<file path="src/page_cpu_pkg.sv">
package page_cpu_pkg;

  localparam int RAM_WORDS = 256;
  localparam int PAGE_WORDS = 8;  // words per page and per segment
  localparam int OFFSET_BITS = $clog2(PAGE_WORDS);
  localparam int SEGMENTS = 32;
  localparam int REGS = 16;

  typedef logic [15:0] word_t;  // ram word, instruction word or register value
  typedef logic [7:0] addr_t;  // word address, logical or physical
  typedef logic [4:0] seg_t;  // physical segment index
  typedef logic [4:0] page_t;  // logical page number
  typedef logic [3:0] reg_idx_t;
  typedef logic [7:0] char_t;  // one trace character

  // upper byte of the first instruction word
  localparam logic [7:0] OPCODE_JMP = 8'd1;
  localparam logic [7:0] OPCODE_REG2OUT = 8'd9;
  localparam logic [7:0] OPCODE_NUM2REG = 8'd14;
  localparam logic [7:0] OPCODE_HALT = 8'd15;

  localparam char_t CHAR_START = "S";
  localparam char_t CHAR_JMP = "1";
  localparam char_t CHAR_NUM2REG = "4";
  localparam char_t CHAR_HALT = "H";
  localparam char_t CHAR_UNKNOWN = "X";
  localparam char_t CHAR_FAULT = "F";

  typedef enum logic [2:0] {
    IDLE,
    FETCH1,  // present first word address
    FETCH2,  // present operand address, first word arrives
    EXEC,
    TRANSLATE,  // waiting on the mmu walker
    EMIT,  // holds one character until the fifo has room
    HALTED
  } core_state_t;

endpackage

</file>
<file path="src/uart_tx.sv">
`timescale 1ns/1ps

module uart_tx #(
  parameter int CLKS_PER_BIT = 868
) (
  input  logic clk,
  input  logic reset,
  input  logic empty,
  input  page_cpu_pkg::char_t pop_data,
  output logic pop,
  output logic tx
);
  import page_cpu_pkg::*;

  localparam int CLK_W = $clog2(CLKS_PER_BIT + 1);
  localparam int FRAME_BITS = $bits(char_t) + 2;  // start, data, stop

  logic busy;
  logic [FRAME_BITS-1:0] frame;  // shifted out lsb first
  logic [3:0] bit_cnt;
  logic [CLK_W-1:0] clk_cnt;

  assign pop = !busy && !empty;
  assign tx = busy ? frame[0] : 1'b1;  // line idles high

  always_ff @(posedge clk) begin
    if (reset) begin
      busy <= 1'b0;
    end else if (pop) begin
      busy <= 1'b1;
      frame <= {1'b1, pop_data, 1'b0};
      bit_cnt <= '0;
      clk_cnt <= '0;
    end else if (busy) begin
      if (clk_cnt == CLK_W'(CLKS_PER_BIT - 1)) begin  // end of one bit time
        clk_cnt <= '0;
        frame <= {1'b1, frame[FRAME_BITS-1:1]};
        if (bit_cnt == 4'(FRAME_BITS - 1)) begin
          busy <= 1'b0;  // stop bit done
        end else begin
          bit_cnt <= bit_cnt + 1'b1;
        end
      end else begin
        clk_cnt <= clk_cnt + 1'b1;
      end
    end
  end

endmodule
</file>
<file path="config.mk">
export PLATFORM = sky130hd
export DESIGN_NAME = uart_tx
export DESIGN_NICKNAME = d
export VERILOG_FILES = /design/src/page_cpu_pkg.sv /design/src/uart_tx.sv
export SDC_FILE = /design/constraint.sdc
export NUM_CORES = 1
export LEC_CHECK = 0
export ABC_CLOCK_PERIOD_IN_PS = 2600
export BUFFER_PORTS_ARGS = -buffer_cell sky130_fd_sc_hd__clkbuf_2
export CAP_MARGIN = 20
export CORE_ASPECT_RATIO = 1.5
export CORE_MARGIN = 5
export CORE_UTILIZATION = 40
export CTS_CLUSTER_SIZE = 30
export DETAILED_ROUTE_END_ITERATION = 12
export PLACE_DENSITY_LB_ADDON = 0.05
export SETUP_SLACK_MARGIN = 0.1
export SYNTH_ARGS = -nofsm -noshare
export SYNTH_HDL_FRONTEND = slang
export SYNTH_SLANG_ARGS = --single-unit
</file>
<file path="constraint.sdc">
create_clock -name clk -period 2.6 [get_ports clk]
set_clock_uncertainty 0.15 [all_clocks]
set_input_delay 0.78 -clock clk [delete_from_list [all_inputs] [get_ports clk]]
set_output_delay 0.78 -clock clk [all_outputs]
set_load 0.01 [all_outputs]
</file>
After elaboration in Yosys (flattened, before gate mapping)
Cells that the tools add are included.
Widths: inputs -> output; s select.

storage, ports and cells
  flip-flop bits (word level) = 25
  latch bits = 0
  RAM bits = 0
  bits in read-only memories = 0
  output and inout bits = 2
  word-level logic and storage cells = 32
  memories kept = 0

cells by class
  add/subtract/negate cells = 2
  $mul = 0
  divide/modulo/power cells = 0
  magnitude comparators = 0
  equal/unequal tests = 3
  shift-type cells = 0
  muxes and demuxes = 13
  bitwise operators = 1
  reduce and logical (&&, ||, !) cells = 8

operators with widths
  operator               count
  $mux 10                4
  $mux 4                 3
  $add 10x1->10 const B  1
  $eq 10x10->1 const B   1
  $mux 9                 1
  $mux 1                 5
  $add 4x1->4 const B    1
  $eq 4x4->1 const B     1
  $reduce_and 4->1       1
  $reduce_bool 2->1      2
  $reduce_and 3->1       1
  $logic_not 1->1        2
  $ne 2x2->1 const B     1
  $reduce_and 2->1       1
  $logic_and 1x1->1      1
  $not 1->1              1

Longest topological paths before layout
Gate-level depths: netlist (run 1).

  depth in word-level cells = 5
  mapped depth = 5

Least setup slack after synthesis (run 1)
Ideal clock, no wire load.

  path type = input to register
  from = input reset
  to = register frame[0], enable pin
  setup time = 0.389 ns
  arrival = 2.227 ns
  setup slack = -0.166 ns
  stages = 2
  path buffers = 0
  cells stage by stage = a21oi_1 > a21boi_0

on the way
  cells in the longest elaborated chain, start to end = 2

RTL lines
  element                     line           source
  start: declaration          uart_tx.sv:7   input logic reset,
  $not 1->1 (no line)         --
  $reduce_and 3->1 (no line)  --
  end signal: assignment      uart_tx.sv:31  frame <= {1'b1, pop_data, 1'b0};
  end signal: assignment      uart_tx.sv:37  frame <= {1'b1, frame[FRAME_BITS-1:1]};
  end: declaration            uart_tx.sv:19  logic [FRAME_BITS-1:0] frame;

No other way between the ends.
A chain may end at the register's enable or synchronous reset.

Final worst setup path (run 1)
  from = input empty
  to = output pop

on the way
  cells in the longest elaborated chain, start to end = 2

RTL lines
  element             line           source
  start: declaration  uart_tx.sv:8   input logic empty,
  $logic_not 1->1     uart_tx.sv:23  assign pop = !busy && !empty;
  $logic_and 1x1->1   uart_tx.sv:23
  end: declaration    uart_tx.sv:10  output logic pop,

No other way between the ends.

==> metrics.csv, run 1 <==
stage,metric,value,unit
yosys,synth_area,1190,µm²
floorplanning,placeableCoreArea,2880,µm²
sta,period_minus_slack,2.12,ns
sta,worst_pin_slew,0.445,ns
sta,timing.setup.tns,0,ns
finish,area_growth,13.7,%
clock_network,cts_made_buffers,3,
yosys,synth.area.top_cells,"edfxtp_1 58%, mux2_2 6.6%, nor2_1 4.7%",
power_and_ir_drop,p_leak,0.493,nW
power_and_ir_drop,pwr-share-clk,29.0,%
worst_setup_path,cp-end-kind,output port,
yosys,yosysMostFrequentCell,edfxtp_1,
clock_network,clk_pin_slew,0.09,ns
placed_design,dp_cells,145,
routing,viasPerCell,4.93,
yosys,synth-seq-cells,24,
worst_setup_path,critPathLaunchType,input pin,
power_and_ir_drop,combPwrFrac,10.7,%
sta,finalMaxSlewViolations,0,
placed_design,dp_hpwl,1.52,mm
yosys,synthArstFlopShare,0,%
routing,first_iter_violations,10,
worst_setup_path,critPathArrivalTime,1.19,ns
global_route,grt_pass1_vias,819,
floorplanning,num_rows,24,
sta,timing.fmax,472,MHz
routing,drt_wl_total,2.08,mm
clock_network,cts_buffer_depth,2,
worst_setup_path,crit_top_cell,clkbuf_2,
placed_design,io_buffers,12,
floorplanning,die_area,4190,µm²
job,cap_viol_max_count,0,
sta,rsz0062_at_grt,false,
worst_setup_path,cpPeakStageDelay,0.14,ns
routing,route.detailed.drc,0,
yosys,syn_nets,108,
clock_network,cts_tree,done,
clock_network,cts_sinks,24,
yosys,yosysSeqAreaShare,59.7,%
power_and_ir_drop,pwr-share-seq,60.3,%
finish,fin_util,47.0,%
yosys,synth.top_cell.area_share,58.0,%
finish,fin_nets,125,
power_and_ir_drop,p_per_area,588,nW/µm²
floorplanning,io_pins,13,
yosys,synth_common_cells,"23 x edfxtp_1, 15 x nor2_1, 7 x mux2_2",
routing,drtAntennaViolNets,0,
finish,postLayoutCellArea,1350,µm²
floorplanning,start_util,41.3,%
clock_network,ctsResizeCount,0,
worst_setup_path,cp_max_fo,4,
routing,drtPass1Iterations,4,
clock_network,insertion_delay,0.26,ns
clock_network,clockRootBuffer,clkbuf_8,
yosys,synthFlopType,edfxtp_1,
yosys,yosysTopAreaCell,edfxtp_1,
routing,routedWlPerCell,13.9,µm
routing,vias,734,
placed_design,gp_congestion,0.756,
finish,drive_gt1_share,28.2,%
power_and_ir_drop,vdd_drop_max,0.330,mV
floorplanning,fp.dieW,54.6,µm
global_route,antenna_found_initial,0,
sta,fin_crit_sh,81.5,%
worst_setup_path,crit_type,input pin to output port,
status,status,completed,
clock_network,cts_max_level,1,
floorplanning,die_y,76.8,µm
clock_network,postCtsSetupRepairBufs,0,
yosys,synth_area_per_cell,12.7,µm²
worst_setup_path,cp_slowest_cell,nor2_2,
clock_network,cts_hold_buf,0,
worst_setup_path,crit_required,1.67,ns
sta,setup_viol,0,
yosys,synthCells,94,
power_and_ir_drop,internal_power,0.000608,W
worst_setup_path,worstPathCellList,"clkbuf_2, nor2_2, clkbuf_2",
finish,diodes,0,
power_and_ir_drop,switching_share,23.6,%
global_route,grt_max_degree,14,
power_and_ir_drop,p_switching,0.000188,W
global_route,grt_usage,11.9,%
global_route,grt_overflow_total,0,
placed_design,post_dp_cell_area,1310,µm²
yosys,ys_warn_count,0,
finish,multiInputGateArea,455,µm²
sta,slew_headroom,70.3,%
finish,seq_area,711,µm²
sta,hold_viol_final,0,
yosys,synth_edf_count,23,
global_route,grt_pass1_wl,3.66,mm
finish,n_fill_cell,273,
min_path,hold_path_class,flip-flop to flip-flop,
finish,final_cell_count_no_fill,149,
yosys,synthDistinctLibCells,32,
per-stage QoR:
stage / total power [W] / hold slack, ns / setup slack, ns
2_1_floorplan: 0.000545 / 0.359 / 0.301
3_3_place_gp: 0.000573 / 0.379 / 0.475
3_5_place_dp: 0.000576 / 0.391 / 0.463
4_1_cts: 0.000803 / 0.420 / 0.465
5_1_grt: 0.000831 / 0.429 / 0.368
6_report: 0.000795 / 0.411 / 0.481
worst paths after layout:
| kind | from | to | slack (ns) | depth (start not counted) |
|---|---|---|---|---|
| setup / recovery | empty | pop | 0.48 | 3 |
| hold reg to reg | frame[2] | frame[1] | 0.41 | 1 |
| hold / removal | frame[2] | frame[1] | 0.41 | 1 |
| setup reg to reg | clk_cnt[7] | frame[2] | 0.51 | 4 |
area by class of cell:
| type | count | area share [%] |
|---|---|---|
| Clock buffer | 4 | 3.33 |
| Inverter | 3 | 0.832 |
| Multi-Input combinational cell | 64 | 33.6 |
| Sequential cell | 24 | 52.5 |
| Tap cell | 39 | 3.60 |
| Timing Repair Buffer | 15 | 6.10 |
flip-flops by register name, summed over array words and instances (netlist names):
register,cells
bit_cnt,4
busy,1
clk_cnt,10
frame,9
power groups by stage:
stage	logic [W]	clock network [W]	registers (W)
floorplan	0.0000659	0	0.000479
detailed placement	0.0000864	0	0.000489
global route	0.0000972	0.000249	0.000484
finish	0.0000851	0.000231	0.000480
global placement	0.0000848	0	0.000488
CTS	0.0000870	0.000236	0.000480
per-layer routing:
metal,track usage [%],up-vias,wire length [µm]
li1,-,367,-
met1,14.2,355,892
met2,19.4,10,1110
met3,2.13,2,55
met4,5.99,0,23
met5,0,-,0
logic make-up (layout without fill, tap and decap cells):
family,count (synthesis),after routing,synth area share (%)
adders and majority gates,3,3,3.15
muxes,7,7,6.62
buffers and inverters,6,22,2.42
AOI/OAI and AO/OA,7,7,3.78
and+or+nand+nor,38,38,17.8
xor gates and xnor gates,9,9,6.62
DFF,24,24,59.7
placed cells by master, fill, tap and decap left out:
cell type | netlist | final
a21boi_1 | 0 | 1
a21oi_1 | 2 | 1
a21oi_2 | 0 | 1
a31oi_1 | 1 | 1
and2_1 | 1 | 1
and3_1 | 1 | 1
and3b_1 | 1 | 1
and4_1 | 1 | 1
buf_4 | 1 | 3
clkbuf_1 | 0 | 1
clkbuf_2 | 1 | 12
clkbuf_8 | 0 | 3
dfxtp_1 | 1 | 1
edfxtp_1 | 23 | 23
ha_1 | 3 | 3
inv_1 | 3 | 3
mux2_2 | 7 | 7
nand2_1 | 5 | 5
nand2b_1 | 1 | 1
nand3_1 | 5 | 5
nand4_1 | 1 | 1
nand4_2 | 1 | 1
nor2_1 | 15 | 15
nor2_2 | 1 | 1
nor2b_1 | 1 | 1
nor3_2 | 1 | 1
nor4_1 | 1 | 1
nor4_4 | 1 | 1
o21a_1 | 1 | 1
o21ai_1 | 1 | 1
o21ai_2 | 1 | 1
or3_1 | 1 | 1
xnor2_1 | 4 | 4
xor2_1 | 5 | 5
critical path: cells and delay by family:
| family | cells | cell delay [ns] |
|---|---|---|
| buffers and inverters | 2 | 0.27 |
| AND/OR/NAND/NOR | 1 | 0.14 |
No activity file was read; power rests on OpenSTA's default activity.
==> inputs of run 2 (changes only) <==
--- a/config.mk
+++ b/config.mk
@@ -5,7 +5,7 @@
 export SDC_FILE = /design/constraint.sdc
 export NUM_CORES = 1
 export LEC_CHECK = 0
-export ABC_CLOCK_PERIOD_IN_PS = 2600
+export ABC_CLOCK_PERIOD_IN_PS = 1700
 export BUFFER_PORTS_ARGS = -buffer_cell sky130_fd_sc_hd__clkbuf_2
 export CAP_MARGIN = 20
 export CORE_ASPECT_RATIO = 1.5
==> constraint.sdc (replaced) <==
create_clock -name clk -period 1.7 [get_ports clk]
set_clock_uncertainty 0.15 [all_clocks]
set_input_delay 0.51 -clock clk [delete_from_list [all_inputs] [get_ports clk]]
set_output_delay 0.51 -clock clk [all_outputs]
set_load 0.01 [all_outputs]
==> run 2 against run 1 <==
The flow now finishes with violations (setup timing); sequential power increased by 50%; combinational power grew to 2.6 times the previous value; register-to-register slack worse by 0.57 ns; die area stayed put; global-route usage increased by 0.43 points; via count grew 12%; non-clock buffer count increased by 19; total power rose by 61%; critical endpoint is now frame[2]; highest routed layer unchanged.
==> metrics.csv, run 2 (same netlist as run 1, synthesis figures left out) <==
stage,metric,value,unit,change
finish,seq_area,714,µm²,+0.53%
routing,drtPass1Iterations,4,,unchanged
finish,regMostFlops,clk_cnt,,
worst_setup_path,cp_max_fo,9,,+5
clock_network,cts_tree,done,,
clock_network,insertion_delay,0.26,ns,about the same
floorplanning,start_util,41.3,%,unchanged
floorplanning,num_rows,24,,unchanged
power_and_ir_drop,power,0.00128,W,+61%
routing,viasPerCell,4.88,,-1.0%
placed_design,gp_congestion,0.756,,about the same
sta,hold_viol_final,0,,unchanged
status,violations,setup timing,,
clock_network,clk_pin_slew,0.08,ns,about the same
sta,finalMaxSlewViolations,0,,unchanged
clock_network,cts_max_level,1,,unchanged
floorplanning,io_pins,13,,unchanged
power_and_ir_drop,vdd_drop_max,0.530,mV,+61%
sta,period_minus_slack,1.76,ns,
finish,postLayoutCellArea,1610,µm²,+19%
clock_network,clockRootBuffer,clkbuf_8,,
worst_setup_path,cp-end-kind,flip-flop,,
finish,fin_nets,144,,+15%
global_route,grt_pass1_wl,3.77,mm,+3.0%
status,status,"finished, violations left",,
placed_design,io_buffers,12,,unchanged
sta,fin_ws,-0.0622,ns,-0.543 ns
finish,area_growth,35.0,%,
clock_network,cts_buffer_depth,2,,unchanged
global_route,grt_overflow_total,0,,unchanged
routing,drtAntennaViolNets,0,,unchanged
power_and_ir_drop,switching_share,23.0,%,-0.59 points
clock_network,cts_made_buffers,3,,unchanged
finish,largest_registers,"clk_cnt (10), frame (9), bit_cnt (4)",,
power_and_ir_drop,internal_power,0.000984,W,+62%
floorplanning,die_y,76.8,µm,unchanged
finish,multiInputGateArea,533,µm²,+17%
global_route,grt_usage,12.3,%,+0.43 points
power_and_ir_drop,pwr-share-seq,56.5,%,-3.8 points
clock_network,cts_sinks,24,,unchanged
worst_setup_path,r2r_setup_slack,-0.06,ns,-0.57 ns
power_and_ir_drop,combPwrFrac,17.5,%,+6.8 points
job,cap_viol_max_count,0,,unchanged
sta,timing.fmax,567,MHz,
floorplanning,die_area,4190,µm²,unchanged
global_route,grt_pass1_vias,864,,+5.5%
power_and_ir_drop,pwr-share-clk,26.0,%,-3.0 points
routing,routedWlPerCell,13.2,µm,-5.0%
placed_design,post_dp_cell_area,1470,µm²,+12%
worst_setup_path,crit_required,1.53,ns,-0.14 ns
worst_setup_path,worstPathCellList,"nor4_4, nand4_4, a21boi_4, buf_12",,
finish,final_cell_mix,"23 x edfxtp_1, 18 x buf_4, 10 x clkbuf_2",,
worst_setup_path,cp_slowest_cell,edfxtp_1,,
worst_setup_path,critPathLaunchType,flip-flop,,
worst_setup_path,cpPeakStageDelay,0.44,ns,+0.30 ns
placed_design,dpl_worst_slack,-0.0557,ns,-0.519 ns
global_route,grt_max_degree,14,,unchanged
sta,fin_crit_sh,104,%,
finish,diodes,0,,unchanged
floorplanning,placeableCoreArea,2880,µm²,unchanged
finish,final_cell_count_no_fill,168,,+13%
floorplanning,fp.dieW,54.6,µm,unchanged
routing,first_iter_violations,13,,+3
clock_network,cts_hold_buf,0,,unchanged
worst_setup_path,crit_type,flip-flop to flip-flop,,
power_and_ir_drop,p_per_area,795,nW/µm²,+35%
routing,vias,819,,+12%
finish,largest_reg_flops,10,,unchanged
finish,drive_gt1_share,48.1,%,+20 points
placed_design,dp_cells,162,,+12%
finish,fin_util,55.8,%,+8.8 points
global_route,antenna_found_initial,0,,unchanged
finish,n_fill_cell,271,,-0.73%
min_path,hold_path_class,input pin to flip-flop,,
routing,drt_wl_total,2.23,mm,+7.1%
finish,final_common_cell,edfxtp_1,,
power_and_ir_drop,p_leak,0.604,nW,+23%
sta,rsz0062_at_grt,true,,
power_and_ir_drop,p_switching,0.000294,W,+57%
routing,route.detailed.drc,0,,unchanged
worst_setup_path,critPathArrivalTime,1.59,ns,+0.40 ns
sta,slew_headroom,80.5,%,+10 points
sta,setup_viol,21,,+21
sta,worst_pin_slew,0.291,ns,-0.154 ns
placed_design,dp_hpwl,1.77,mm,+17%
==> run 2: stage by stage <==
step	hold slack (ns)	setup TNS [ns]
3_3_place_gp	0.378	-0.0878
3_5_place_dp	0.386	-0.614
5_1_grt	0.362	-2.53
6_report	0.359	-0.856
4_1_cts	0.359	-0.614
2_1_floorplan	0.359	-0.253
==> run 2: critical path, delay by kind of cell, from the launching register on <==
family / cells / cell delay, ns
and+or+nand+nor: 2 / 0.56
DFF: 1 / 0.44
AOI/OAI and AO/OA: 1 / 0.19
buffers and inverters: 1 / 0.14
==> run 2: area by class of cell <==
type,instances,share of cell area [%]
timing repair buffer,34,15.9
sequential,24,44.4
tap,39,3.04
inverter,3,0.700
multi-input combinational,64,33.2
clock buffer,4,2.80
==> run 2: path summary, 6_finish.rpt <==
| kind | start | endpoint | cells past startpoint |
|---|---|---|---|
| setup reg to reg | clk_cnt[7] | frame[2] | 4 |
| setup / recovery | clk_cnt[7] | frame[2] | 4 |
| hold reg to reg | frame[3] | frame[2] | 1 |
| hold / removal | pop_data[7] | frame[8] | 2 |
==> run 2: per-layer routing <==
metal / share of wire, % / vias to the layer above / track usage [%]
met2: 58 / 9 / 21.0
li1: - / 405 / -
met3: 2.6 / 2 / 2.71
met1: 39 / 403 / 14.3
met4: 0.67 / 0 / 4.49
met5: 0 / - / 0
==> run 2: timing repair <==
action	CTS	global route
pin swaps	4	2
resized for setup	14	8
setup endpoints to repair	24	25
gates cloned	0	0
endpoints found under the hold margin	0	0
buffers inserted	1	1
==> run 2: power groups by stage <==
stage,registers (W),logic [W],clock network (W)
6_report,0.000722,0.000224,0.000333
5_1_grt,0.000726,0.000247,0.000375
4_1_cts,0.000722,0.000221,0.000347
3_5_place_dp,0.000734,0.000199,0
3_3_place_gp,0.000733,0.000193,0
2_1_floorplan,0.000732,0.000108,0
==> inputs of run 3 (changes only) <==
--- a/config.mk
+++ b/config.mk
@@ -5,7 +5,8 @@
 export SDC_FILE = /design/constraint.sdc
 export NUM_CORES = 1
 export LEC_CHECK = 0
-export ABC_CLOCK_PERIOD_IN_PS = 1700
+export ABC_AREA = 1
+export ABC_CLOCK_PERIOD_IN_PS = 1430
 export BUFFER_PORTS_ARGS = -buffer_cell sky130_fd_sc_hd__clkbuf_2
 export CAP_MARGIN = 20
 export CORE_ASPECT_RATIO = 1.5
==> constraint.sdc (replaced) <==
create_clock -name clk -period 1.43 [get_ports clk]
set_clock_uncertainty 0.15 [all_clocks]
set_input_delay 0.429 -clock clk [delete_from_list [all_inputs] [get_ports clk]]
set_output_delay 0.429 -clock clk [all_outputs]
set_load 0.01 [all_outputs]
==> run 3 against run 2 <==
The run still ends with setup timing left; design area is 10% higher; total power is 24% higher; largest cell class unchanged; utilization is 4.4 points higher; first-iteration DRC count is 15% lower; hold slack worse by 0.099 ns; clock power is 27% higher; wire length is 9.3% higher; sequential power is 18% higher.
==> metrics.csv, run 3 <==
stage,metric,value,unit,change
power_and_ir_drop,power,0.00159,W,+24%
finish,final_cell_mix,"33 x nand2_1, 23 x edfxtp_1, 17 x buf_4",,
floorplanning,num_rows,24,,unchanged
routing,route.detailed.drc,0,,unchanged
routing,first_iter_violations,11,,-2
sta,hold_viol_final,0,,unchanged
yosys,synth_edf_count,23,,unchanged
placed_design,dpl_worst_slack,-0.117,ns,-0.0608 ns
clock_network,cts_sinks,24,,unchanged
finish,regMostFlops,clk_cnt,,
worst_setup_path,critPathLaunchType,flip-flop,,
yosys,synthCells,124,,+32%
global_route,grt_overflow_total,0,,unchanged
worst_setup_path,crit_type,flip-flop to output port,,
power_and_ir_drop,vdd_drop_max,0.626,mV,+18%
finish,final_common_cell,nand2_1,,
placed_design,dp_cells,193,,+19%
sta,fin_ws,-0.185,ns,-0.123 ns
sta,setup_viol,25,,+19%
floorplanning,fp.dieW,55.4,µm,+1.6%
yosys,synth_area,1240,µm²,+4.0%
global_route,grt_pass1_wl,4.22,mm,+12%
sta,timing.fmax,619,MHz,
worst_setup_path,cpPeakStageDelay,0.35,ns,-0.09 ns
floorplanning,placeableCoreArea,2940,µm²,+2.1%
min_path,hold_path_class,input pin to flip-flop,,
sta,worst_pin_slew,0.188,ns,-0.103 ns
status,violations,setup timing,,
clock_network,clockRootBuffer,clkbuf_8,,
clock_network,cts_tree,done,,
yosys,synthFlopType,edfxtp_1,,
routing,routedWlPerCell,11.9,µm,-10%
sta,finalMaxSlewViolations,0,,unchanged
power_and_ir_drop,p_leak,0.748,nW,+24%
routing,drtAntennaViolNets,0,,unchanged
status,status,"finished, violations left",,
yosys,ys_warn_count,0,,unchanged
clock_network,clk_pin_slew,0.08,ns,about the same
worst_setup_path,critPathArrivalTime,1.04,ns,-0.55 ns
finish,largest_reg_flops,10,,unchanged
yosys,synth_common_cells,"35 x nand2_1, 23 x edfxtp_1, 13 x inv_1, 11 x nor2_1, 6 x nor2_2",,
sta,slew_headroom,87.4,%,+7.0 points
yosys,synth.top_cell.area_share,55.8,%,-2.2 points
sta,rsz0062_at_grt,true,,
yosys,synthDistinctLibCells,24,,-25%
job,cap_viol_max_count,0,,unchanged
clock_network,cts_hold_buf,0,,unchanged
routing,drtPass1Iterations,2,,-2
global_route,grt_usage,12.3,%,-0.027 points
finish,fin_nets,180,,+25%
global_route,grt_pass1_vias,997,,+15%
floorplanning,start_util,42.1,%,+0.77 points
placed_design,dp_hpwl,1.72,mm,-2.9%
finish,area_growth,43.0,%,
clock_network,cts_made_buffers,3,,unchanged
yosys,yosys.area_share.simple,27.1,%,+9.3 points
floorplanning,die_area,4330,µm²,+3.4%
sta,period_minus_slack,1.61,ns,
finish,diodes,0,,unchanged
finish,drive_gt1_share,48.5,%,+0.42 points
routing,vias,930,,+14%
placed_design,gp_congestion,0.723,,-4.5%
power_and_ir_drop,p_per_area,896,nW/µm²,+13%
sta,fin_hold_ws,0.259,ns,-0.0994 ns
yosys,syn_nets,138,,+28%
worst_setup_path,cp_slowest_cell,dfxtp_2,,
yosys,synth_area_per_cell,9.99,µm²,-21%
sta,fin_crit_sh,113,%,
yosys,synth_xor_area_share,3.54,%,-3.1 points
clock_network,insertion_delay,0.27,ns,about the same
yosys,synth_top_family_by_area,simple AND/OR/NAND/NOR gates,,
yosys,synth-seq-cells,24,,unchanged
routing,viasPerCell,4.56,,-6.5%
routing,drt_wl_total,2.43,mm,+9.3%
yosys,synthMuxAreaShare,0,%,-6.6 points
yosys,synth_compound_area_share,4.04,%,+0.26 points
yosys,synthArstFlopShare,0,%,unchanged
clock_network,cts_max_level,1,,unchanged
finish,final_cell_count_no_fill,204,,+21%
sta,timing.setup.tns,-1.58,ns,-0.726 ns
floorplanning,die_y,78.2,µm,+1.7%
worst_setup_path,worstPathCellList,"inv_2, or2_4, buf_8",,
yosys,yosysSeqAreaShare,57.4,%,-2.3 points
clock_network,cts_buffer_depth,2,,unchanged
global_route,grt_max_degree,14,,unchanged
placed_design,io_buffers,12,,unchanged
finish,largest_registers,"clk_cnt (10), frame (9), bit_cnt (4)",,
worst_setup_path,cp-end-kind,output port,,
worst_setup_path,crit_required,0.85,ns,-0.68 ns
yosys,yosysTopAreaCell,edfxtp_1,,
floorplanning,io_pins,13,,unchanged
yosys,yosysMostFrequentCell,nand2_1,,
yosys,synthAdderAreaFrac,3.03,%,-0.12 points
yosys,synth.area.top_cells,"edfxtp_1 56%, nand2_1 11%, inv_1 3.9%",,
worst_setup_path,cp_max_fo,2,,-7
global_route,antenna_found_initial,0,,unchanged
-- run 3: cell count changes in the layout (fill, tap and decap cells not counted), sizes merged, moves of 2 or more --
cell / before / now
a21oi: 2 / 5
buf: 24 / 27
inv: 3 / 15
mux2: 7 / 0
nand2: 5 / 40
nor2: 16 / 19
nor4: 2 / 0
or2: 0 / 3
xor2: 5 / 2
-- run 3: metal layers --
metal	share of wire, %	vias to the layer above	routed length (µm)	global-route usage [%]
li1	-	481	-	-
met1	41	431	1000	13.6
met2	54	14	1310	22.2
met3	3.0	4	73	2.46
met4	1.7	0	41	5.84
met5	0	-	0	0
-- run 3: path summary, 6_finish.rpt --
path                    start         end  slack [ns]  cells past startpoint
hold / removal    pop_data[7]    frame[8]        0.26                      2
setup / recovery         busy          tx       -0.18                      3
hold reg to reg      frame[5]    frame[4]        0.38                      2
setup reg to reg   clk_cnt[1]  bit_cnt[0]       -0.12                      7
-- run 3: report_power, final --
| part | leakage, nW | internal (W) | switching, W |
|---|---|---|---|
| combinational | 0.498 | 0.000153 | 0.000159 |
| clock | 0.0228 | 0.000200 | 0.000224 |
| sequential | 0.228 | 0.000831 | 0.0000223 |
| total | 0.748 | 0.00118 | 0.000405 |
-- run 3: kinds of logic after synthesis --
kind of cell / count (synthesis)
compound gates: 7
xor+xnor: 5
fa+ha+maj: 3
buf+inv: 16
flops: 24
simple gates: 69
-- run 3: worst max-delay path, delay by kind of cell (launching register included) --
family	cells	cell delay, ns
simple gates	1	0.25
flops	1	0.35
buf+inv	2	0.17
-- run 3: timing repair --
action	CTS	global route
cloned	1	0
setup endpoints to repair	28	39
resized for setup	22	17
pin swaps	7	11
setup buffers	2	4
-- run 3: per-stage QoR --
| stage | utilization [%] | instance area, µm² |
|---|---|---|
| floorplan | - | 1270 |
| global placement | 51.2 | 1510 |
| detailed placement | 51.2 | 1510 |
| CTS | 56.8 | 1670 |
| global route | 60.2 | 1770 |
| finish | 60.2 | 1770 |
-- run 3: area by class of cell --
type	count	area, µm²
Fill cell	271	1170
Sequential cell	24	712
Timing Repair Buffer	37	298
Multi-Input combinational cell	85	597
Clock buffer	4	45.0
Inverter	15	71.3
Tap cell	39	48.8
